**config.mk**
```make
export PLATFORM = sky130hd
export DESIGN_NAME = riscv_core
export DESIGN_NICKNAME = d
export VERILOG_FILES = /design/src/verilog/rv_pkg.sv /design/src/verilog/riscv_core.sv /design/src/verilog/writeback_stage.sv /design/src/verilog/execute_stage.sv /design/src/verilog/decode_stage.sv /design/src/verilog/fetch_stage.sv /design/src/verilog/reg_file.sv
export SDC_FILE = /design/constraint.sdc
export NUM_CORES = 2
export LEC_CHECK = 0
export ABC_CLOCK_PERIOD_IN_PS = 7450
export BUFFER_PORTS_ARGS = -buffer_cell sky130_fd_sc_hd__buf_4
export CORE_MARGIN = 3
export CORE_UTILIZATION = 50
export CTS_CLUSTER_SIZE = 16
export DETAILED_ROUTE_END_ITERATION = 10
export GPL_TIMING_DRIVEN = 0
export PLACE_DENSITY = 0.66
export SETUP_SLACK_MARGIN = 0.4
export SKIP_LAST_GASP = 1
export SLEW_MARGIN = 20
export SYNTH_ARGS = -nofsm -noshare
export SYNTH_HDL_FRONTEND = slang
export SYNTH_SLANG_ARGS = --single-unit
```
**constraint.sdc**
```tcl
create_clock -name clk -period 7.45 [get_ports clk]
set_input_delay 2.235 -clock clk [delete_from_list [all_inputs] [get_ports clk]]
set_output_delay 2.235 -clock clk [all_outputs]
set_load 0.02 [all_outputs]
```
**src/verilog/rv_pkg.sv**
```systemverilog
`default_nettype none

package rv_pkg;

  // architectural widths
  typedef logic [31:0] word_t;
  typedef logic [31:0] insn_t;
  typedef logic [4:0]  reg_idx_t;

  // major opcodes this core decodes, anything else is unsupported
  typedef enum logic [6:0] {
    OP_LUI     = 7'b0110111,
    OP_REG_IMM = 7'b0010011,
    OP_REG_REG = 7'b0110011,
    OP_ENVIRON = 7'b1110011
  } opcode_e;

  // classification of the cycle seen in writeback
  typedef enum logic [2:0] {
    CYCLE_INVALID  = 3'd0,
    CYCLE_RESET    = 3'd1,
    CYCLE_NO_STALL = 3'd2
  } cycle_status_e;

  // funct fields for ADDI and ADD
  localparam logic [2:0] FUNCT3_ADD = 3'b000;
  localparam logic [6:0] FUNCT7_ADD = 7'b0000000;

  // ecall is the all-zero environment instruction
  localparam insn_t INSN_ECALL = {25'd0, OP_ENVIRON};

  typedef struct packed {
    word_t         pc;
    insn_t         insn;
    cycle_status_e status;
  } stage_decode_t;

  typedef struct packed {
    word_t         pc;
    insn_t         insn;
    word_t         a;
    word_t         b;
    cycle_status_e status;
  } stage_execute_t;

  typedef struct packed {
    word_t         pc;
    insn_t         insn;
    word_t         result;
    logic          we;
    cycle_status_e status;
  } stage_memory_t;

  // register file write request, also the wx bypass source
  typedef struct packed {
    logic     we;
    reg_idx_t rd;
    word_t    data;
  } reg_write_t;

endpackage

`default_nettype wire
```
**src/verilog/riscv_core.sv**
```systemverilog
`timescale 1ns/1ps
`default_nettype none

module riscv_core import rv_pkg::*; #(
  parameter word_t RESET_PC = '0
) (
  input  logic          clk,
  input  logic          rst,
  output word_t         pc,
  input  insn_t         insn,
  output logic          halt,
  output word_t         trace_pc,
  output insn_t         trace_insn,
  output cycle_status_e trace_status,
  output reg_write_t    trace_write
);

  stage_decode_t  decode_state;
  stage_execute_t execute_state;
  stage_memory_t  memory_state;
  reg_write_t     rf_write;

  fetch_stage #(
    .RESET_PC (RESET_PC)
  ) u_fetch_stage (
    .clk          (clk),
    .rst          (rst),
    .pc           (pc),
    .insn         (insn),
    .decode_state (decode_state)
  );

  decode_stage u_decode_stage (
    .clk           (clk),
    .rst           (rst),
    .decode_state  (decode_state),
    .rf_write      (rf_write),
    .execute_state (execute_state)
  );

  // rf_write also feeds the wx bypass here
  execute_stage u_execute_stage (
    .clk           (clk),
    .rst           (rst),
    .execute_state (execute_state),
    .rf_write      (rf_write),
    .memory_state  (memory_state)
  );

  writeback_stage u_writeback_stage (
    .clk          (clk),
    .rst          (rst),
    .memory_state (memory_state),
    .rf_write     (rf_write),
    .trace_pc     (trace_pc),
    .trace_insn   (trace_insn),
    .trace_status (trace_status),
    .halt         (halt)
  );

  // trace of the register write in the writeback cycle
  assign trace_write = rf_write;

endmodule

`default_nettype wire

```
**src/verilog/writeback_stage.sv**
```systemverilog
`timescale 1ns/1ps
`default_nettype none

module writeback_stage import rv_pkg::*; (
  input  logic          clk,
  input  logic          rst,
  input  stage_memory_t memory_state,
  output reg_write_t    rf_write,
  output word_t         trace_pc,
  output insn_t         trace_insn,
  output cycle_status_e trace_status,
  output logic          halt
);

  stage_memory_t wb_state;
  logic          halt_q;
  logic          ecall_now;

  // memory stage does nothing, so this register is the last pipeline step
  always_ff @(posedge clk) begin
    if (rst) begin
      wb_state <= '{pc: '0, insn: '0, result: '0, we: 1'b0, status: CYCLE_RESET};
    end else begin
      wb_state <= memory_state;
    end
  end

  // register write and wx bypass source
  assign rf_write.we   = wb_state.we;
  assign rf_write.rd   = wb_state.insn[11:7];
  assign rf_write.data = wb_state.result;

  assign trace_pc     = wb_state.pc;
  assign trace_insn   = wb_state.insn;
  assign trace_status = wb_state.status;

  // halt shows in the same cycle the ecall is in writeback
  assign ecall_now = wb_state.insn == INSN_ECALL;
  assign halt      = halt_q | ecall_now;

  // sticky until the next reset
  always_ff @(posedge clk) begin
    if (rst) begin
      halt_q <= 1'b0;
    end else begin
      halt_q <= halt;
    end
  end

endmodule

`default_nettype wire

```
**src/verilog/execute_stage.sv**
```systemverilog
`timescale 1ns/1ps
`default_nettype none

module execute_stage import rv_pkg::*; (
  input  logic           clk,
  input  logic           rst,
  input  stage_execute_t execute_state,
  input  reg_write_t     rf_write,
  output stage_memory_t  memory_state
);

  opcode_e    opcode;
  logic [2:0] funct3;
  logic [6:0] funct7;
  reg_idx_t   rd;
  reg_idx_t   rs1;
  reg_idx_t   rs2;
  word_t      imm_i;
  word_t      op_a;
  word_t      op_b;
  word_t      result;
  logic       is_lui;
  logic       is_addi;
  logic       is_add;
  logic       writes_rd;

  assign opcode = opcode_e'(execute_state.insn[6:0]);
  assign rd     = execute_state.insn[11:7];
  assign funct3 = execute_state.insn[14:12];
  assign rs1    = execute_state.insn[19:15];
  assign rs2    = execute_state.insn[24:20];
  assign funct7 = execute_state.insn[31:25];
  assign imm_i  = {{20{execute_state.insn[31]}}, execute_state.insn[31:20]};

  // the nearer producer wins, memory before writeback
  function automatic word_t forward(
    input reg_idx_t      src,
    input word_t         decoded,
    input stage_memory_t mem,
    input reg_write_t    wb
  );
    word_t value;
    if (mem.we && mem.insn[11:7] == src) begin
      value = mem.result;
    end else if (wb.we && wb.rd == src) begin
      value = wb.data;
    end else begin
      value = decoded;
    end
    return value;
  endfunction

  always_comb begin
    op_a = forward(rs1, execute_state.a, memory_state, rf_write);
    op_b = forward(rs2, execute_state.b, memory_state, rf_write);
  end

  assign is_lui  = opcode == OP_LUI;
  assign is_addi = opcode == OP_REG_IMM && funct3 == FUNCT3_ADD;
  assign is_add  = opcode == OP_REG_REG && funct3 == FUNCT3_ADD && funct7 == FUNCT7_ADD;

  always_comb begin
    result = '0;
    if (is_lui) begin
      result = {execute_state.insn[31:12], 12'd0};
    end else if (is_addi) begin
      result = op_a + imm_i;
    end else if (is_add) begin
      result = op_a + op_b;
    end
  end

  // decided once here, writeback only copies it
  assign writes_rd = (is_lui || is_addi || is_add) && rd != '0;

  always_ff @(posedge clk) begin
    if (rst) begin
      memory_state <= '{pc: '0, insn: '0, result: '0, we: 1'b0, status: CYCLE_RESET};
    end else begin
      memory_state <= '{
        pc:     execute_state.pc,
        insn:   execute_state.insn,
        result: result,
        we:     writes_rd,
        status: execute_state.status
      };
    end
  end

endmodule

`default_nettype wire

```
**src/verilog/decode_stage.sv**
```systemverilog
`timescale 1ns/1ps
`default_nettype none

module decode_stage import rv_pkg::*; (
  input  logic           clk,
  input  logic           rst,
  input  stage_decode_t  decode_state,
  input  reg_write_t     rf_write,
  output stage_execute_t execute_state
);

  reg_idx_t rs1;
  reg_idx_t rs2;
  word_t    rs1_data;
  word_t    rs2_data;

  // source fields sit at the same place in every format
  assign rs1 = decode_state.insn[19:15];
  assign rs2 = decode_state.insn[24:20];

  // writes from writeback land here and pass through to the reads
  reg_file u_reg_file (
    .clk      (clk),
    .rst      (rst),
    .rs1      (rs1),
    .rs2      (rs2),
    .rs1_data (rs1_data),
    .rs2_data (rs2_data),
    .write    (rf_write)
  );

  always_ff @(posedge clk) begin
    if (rst) begin
      execute_state <= '{
        pc:     '0,
        insn:   '0,
        a:      '0,
        b:      '0,
        status: CYCLE_RESET
      };
    end else begin
      execute_state <= '{
        pc:     decode_state.pc,
        insn:   decode_state.insn,
        a:      rs1_data,
        b:      rs2_data,
        status: decode_state.status
      };
    end
  end

endmodule

`default_nettype wire

```
**src/verilog/fetch_stage.sv**
```systemverilog
`timescale 1ns/1ps
`default_nettype none

module fetch_stage import rv_pkg::*; #(
  parameter word_t RESET_PC = '0
) (
  input  logic          clk,
  input  logic          rst,
  output word_t         pc,
  input  insn_t         insn,
  output stage_decode_t decode_state
);

  // straight-line fetch, no redirects
  always_ff @(posedge clk) begin
    if (rst) begin
      pc <= RESET_PC;
    end else begin
      pc <= pc + 32'd4;
    end
  end

  // insn arrives from the port in the same cycle as pc
  always_ff @(posedge clk) begin
    if (rst) begin
      decode_state <= '{pc: '0, insn: '0, status: CYCLE_RESET};
    end else begin
      decode_state <= '{pc: pc, insn: insn, status: CYCLE_NO_STALL};
    end
  end

endmodule

`default_nettype wire

```
**src/verilog/reg_file.sv**
```systemverilog
`timescale 1ns/1ps
`default_nettype none

module reg_file import rv_pkg::*; (
  input  logic       clk,
  input  logic       rst,
  input  reg_idx_t   rs1,
  input  reg_idx_t   rs2,
  output word_t      rs1_data,
  output word_t      rs2_data,
  input  reg_write_t write
);

  // x0 has no storage
  word_t regs [1:31];

  // a read of the register being written returns the new value
  function automatic word_t read_port(input reg_idx_t idx);
    word_t value;
    if (idx == '0) begin
      value = '0;
    end else if (write.we && write.rd == idx) begin
      value = write.data;
    end else begin
      value = regs[idx];
    end
    return value;
  endfunction

  always_comb begin
    rs1_data = read_port(rs1);
    rs2_data = read_port(rs2);
  end

  always_ff @(posedge clk) begin
    if (rst) begin
      for (int i = 1; i < 32; i++) begin
        regs[i] <= '0;
      end
    end else if (write.we && write.rd != '0) begin
      regs[write.rd] <= write.data;
    end
  end

endmodule

`default_nettype wire

```
==> results.md <==
- Initial core utilization: 0.5074
- Setup Buffers After CTS: 0
- Initial antenna violation count: 23
- R2R depth: 18
- Crit path time final: around 5.7 ns
- Syn Area/Cell: between 10 and 15 um2
- Via count: approximately 55k
- Fin util: 0.5835
- Hold-fix buffers, CTS: 0
- Worst r2r src: u_decode_stage.execute_state[84]$_SDFF_PP0_
- Final Instance Count excl. Fillers: roughly 8.4k
- VDD IR-drop max: between 0.00015 and 0.0002 V
- Pint: roughly 14 mW
- Worst setup margin: approximately 1.8 ns
- FILL cells: between 10k and 15k
- Clock Tree Root: clkbuf_16
- CP arrival: ~6.4 ns
- RePlAce Congestion: around 1.1
- I/O Pins: 172
- Min-delay src: u_fetch_stage.decode_state[0]$_DFF_P_
- Final ANT Viol Nets: 0
- PwrDens: around 230 mW/mm2
- CP Data Required Time: 8.18 ns
- RSZ-0062 raised after global routing: no
- Die ar.: around 0.15 mm2
- Clock Skew: just under 0.04 ns
- GR Util All Layers: 0.3903
- Clk buf depth: 3
- EDFF count, synth: between 1k and 1.5k
- Leakage: between 20 and 30 nW
- Rel. slew slack: 0.1378
- Switching portion of total power: 0.2665
- WL/cell: about 35 um
- Seq pwr share: 0.464
- DRC errors left: 0
- CP max FO: 10
- Worst-margin pin slew: between 1 and 1.5 ns
- Area grow syn2layout: 15.00%
- Vias in the first global route: 52.52k
- Crit path launch type: flop
- DIE HEIGHT: ~390 um
- CTS tree: done
- Main synth FF type: edfxtp_1
- Final setup violation count: 0
- Multi-input gate area: 0.03153 mm2
- Setup WS pre-CTS: between 1.5 and 2 ns
- CTS resizes: 0
- Dpl hpwl: 228.5 mm
- Placed insts: 8115
- Clock slew seen by the registers of the worst setup and hold paths: 0.06 ns
- Achievable Freq: 176.3 MHz
- Worst path slowest cell: dfxtp_1
- Cells after Synth: 5965
- Slew Viols, Final: 0
- Detail-routed via count per cell: ~6.6
- First-pass GRT wire length: approximately 410 mm
- Sw Pwr: between 5 and 6 mW
- Crit share post-route: 0.7614
- Crit path kind: reg -> reg
- I/O Buffers: about 170
- FF/Latch Area: about 0.039 mm2
- Clk Latency, worst-skew pair: around 0.83 ns
- Max_cap viols: 0
- Comb pwr share: 0.117
- Core ar.: 0.1426 mm2
- Clock buffer count from CTS: around 160
- Std cell rows: 138
- Ys async rst share: 0
- H-tree levels: 4
- #FFs+latches synth: about 1.4k
- Largest net degree at the start of global routing: 25
- Nets: between 6k and 7k
- Distinct cell type count after synthesis: 68
- Status: completed
- Final wirelength: 298.0 mm
- Yosys warnings: 0
- Num Clock Sinks: roughly 1.4k
- Fin. Hold Viols: 0
- Most used cell, CP: o21ai_0
- Bufs and invs on worst path: 2
- CP delay by family, top: compound AO/OA/AOI/OAI gates
- Synth Cell Area: about 0.072 mm2
- Worst Hold Class: reg -> reg
- Min Hold Slack: around 0.41 ns
- Crit-path max cell delay: ~0.64 ns
- Setup crit start: u_decode_stage.execute_state[84]$_SDFF_PP0_
- Ratio of cells with drive above 1 in the final layout: 0.1573
- Setup crit end kind: flop
- Clk pwr share: 0.419
- Critical path depth: 18
- Hold Crit Depth: 1
- Worst-path cell chain: xor2_1 > nor4_1 > and3_1 > clkbuf_1 > clkbuf_1 > nand2_1 > o21ai_0 > ha_1 > fa_1 > a211oi_1 > o21a_1 > o21ai_0 > nor3b_1 > o2111a_1 > o21ai_0 > a211oi_1 > o2111ai_1 > o221ai_1
- Drt first pass iters: 8
- Grt ovf: 0
- R2R setup slack: around 1.8 ns
- DR iter-0 viols: roughly 8.9k
- Post-synthesis sequential area ratio: 0.5403
- Chip Width: 386.4 um
==> registers in the layout, summed over array words and instances (netlist names) <==
signal / count
u_fetch_stage.decode_state: 64
u_decode_stage.execute_state: 128
u_writeback_stage.halt_q: 1
u_execute_stage.memory_state: 97
u_writeback_stage.trace_insn: 32
u_decode_stage.u_reg_file.regs: 1024
u_writeback_stage.trace_pc: 30
u_writeback_stage.rf_write: 33
u_writeback_stage.trace_status: 2
u_fetch_stage.pc: 30
==> layout by cell type (no fill, tap or decap), types with 13 or more instances in the layout <==
| cell type | netlist | layout |
|---|---|---|
| nor2_1 | 247 | 247 |
| nand2_1 | 182 | 182 |
| inv_1 | 28 | 28 |
| xnor2_1 | 49 | 49 |
| mux2_2 | 129 | 129 |
| clkinv_2 | 0 | 35 |
| edfxtp_1 | 1024 | 1024 |
| o21ai_0 | 333 | 302 |
| buf_4 | 12 | 182 |
| clkbuf_16 | 0 | 155 |
| clkbuf_8 | 0 | 15 |
| dfxtp_1 | 417 | 417 |
| buf_2 | 87 | 95 |
| clkbuf_2 | 0 | 15 |
| nor3_1 | 22 | 22 |
| a221oi_1 | 129 | 125 |
| a22oi_1 | 139 | 139 |
| clkinv_1 | 1 | 20 |
| ha_1 | 63 | 63 |
| and2_1 | 996 | 996 |
| mux4_2 | 256 | 256 |
| nand3_1 | 28 | 28 |
| and3_1 | 16 | 16 |
| mux2i_1 | 448 | 448 |
| a21o_1 | 24 | 24 |
| bufinv_16 | 0 | 16 |
| or3_1 | 13 | 13 |
| xor2_1 | 52 | 52 |
| o211ai_1 | 134 | 134 |
| nor2b_1 | 288 | 288 |
| clkbuf_1 | 419 | 430 |
| o21ai_4 | 0 | 31 |
| a21oi_1 | 261 | 261 |
| nor4_1 | 13 | 13 |
| buf_16 | 0 | 38 |
| conb_1 | 1 | 37 |
==> Yosys cell counts, types with 3 or more instances <==
| master | instances | area share |
|---|---|---|
| a211oi_1 | 7 | 0.00073 |
| a21boi_0 | 5 | 0.00052 |
| a21o_1 | 24 | 0.0025 |
| a21oi_1 | 261 | 0.018 |
| a221oi_1 | 129 | 0.016 |
| a222oi_1 | 9 | 0.0012 |
| a22oi_1 | 139 | 0.014 |
| a31oi_1 | 9 | 0.00078 |
| a32oi_1 | 8 | 0.00097 |
| and2_1 | 996 | 0.086 |
| and3_1 | 16 | 0.0014 |
| and4_1 | 4 | 0.00048 |
| buf_1 | 14 | 0.00073 |
| buf_2 | 87 | 0.0060 |
| buf_4 | 12 | 0.0012 |
| clkbuf_1 | 419 | 0.022 |
| dfxtp_1 | 417 | 0.12 |
| edfxtp_1 | 1024 | 0.42 |
| ha_1 | 63 | 0.011 |
| inv_1 | 28 | 0.0015 |
| mux2_2 | 129 | 0.020 |
| mux2i_1 | 448 | 0.062 |
| mux4_2 | 256 | 0.080 |
| nand2_1 | 182 | 0.0094 |
| nand2b_1 | 5 | 0.00043 |
| nand3_1 | 28 | 0.0019 |
| nand3b_1 | 11 | 0.0011 |
| nand4_1 | 12 | 0.0010 |
| nor2_1 | 247 | 0.013 |
| nor2b_1 | 288 | 0.025 |
| nor3_1 | 22 | 0.0015 |
| nor4_1 | 13 | 0.0011 |
| o211ai_1 | 134 | 0.014 |
| o21a_1 | 9 | 0.00093 |
| o21ai_0 | 333 | 0.023 |
| o21bai_1 | 10 | 0.0010 |
| o31ai_1 | 4 | 0.00041 |
| o41ai_1 | 3 | 0.00036 |
| or2_2 | 8 | 0.00069 |
| or3_1 | 13 | 0.0011 |
| or3b_2 | 3 | 0.00036 |
| xnor2_1 | 49 | 0.0059 |
| xor2_1 | 52 | 0.0063 |
==> cells by family (layout without fill, tap and decap cells) <==
| family | count (synthesis) | in the layout | share of synthesized area |
|---|---|---|---|
| multiplexers | 833 | 833 | 0.1617 |
| adder cells (fa/ha/maj) | 65 | 65 | 0.01145 |
| AO/OA/AOI/OAI | 1105 | 1105 | 0.09736 |
| buffers and inverters | 561 | 1076 | 0.03123 |
| AND/OR/NAND/NOR | 1858 | 1858 | 0.1457 |
| other | 1 | 45 | 0.00005182 |
| flip-flops | 1441 | 1441 | 0.5403 |
| XOR/XNOR | 101 | 101 | 0.01222 |
==> layer usage <==
metal	global-route usage	share of wire	up-vias
met5	0	0.00013	-
met4	0.2145	0.068	6
met3	0.1354	0.14	909
met2	0.5809	0.43	4210
met1	0.5005	0.37	27270
li1	-	-	22800
==> final timing paths <==
kind,endpoint
worst max register to register,u_execute_stage.memory_state[34]$_SDFF_PP0_
worst min register to register,u_decode_stage.execute_state[0]$_SDFF_PP1_
worst min-delay path,u_decode_stage.execute_state[0]$_SDFF_PP1_
worst max-delay path,u_execute_stage.memory_state[34]$_SDFF_PP0_
==> power by group through the flow <==
stage / Sequential [mW] / Clock (mW) / Combinational, mW
floorplan: 9.08 / 0 / 1.21
global route: 8.98 / 8.42 / 2.30
finish: 8.96 / 8.10 / 2.26
CTS: 8.95 / 8.09 / 2.14
global placement: 9.15 / 0 / 2.03
detailed placement: 9.12 / 0 / 2.13
==> stage by stage <==
step / TNS, ns / total power, mW / cell area, um2
final: 0 / 19.33 / 83220
after global routing: 0 / 19.70 / 83200
after CTS: 0 / 19.19 / 83170
after detailed placement: 0 / 11.26 / 77810
after global placement: -1289.06 / 11.18 / 76110
after floorplan: 0 / 10.29 / 72500
==> cell type report <==
class,instances,area share
clock buffers,197,0.05037
repair buffers,227,0.03079
flip-flops and latches,1441,0.4698
well taps,1890,0.02842
inverters,29,0.001308
clock inverters,91,0.01407
plain buffers,532,0.02609
diodes,8,0.0002406
multi-input cells,3999,0.3789
==> worst reg2reg max path, delay by kind of cell (launching register included) <==
family / cells / cell delay [ns]
DFF: 1 / 0.64
adders and majority gates: 2 / 0.71
and+or+nand+nor: 4 / 1.10
AOI/OAI and AO/OA: 9 / 2.06
xor gates and xnor gates: 1 / 0.13
buffers and inverters: 2 / 0.95
Power figures use the tool's default switching activity.
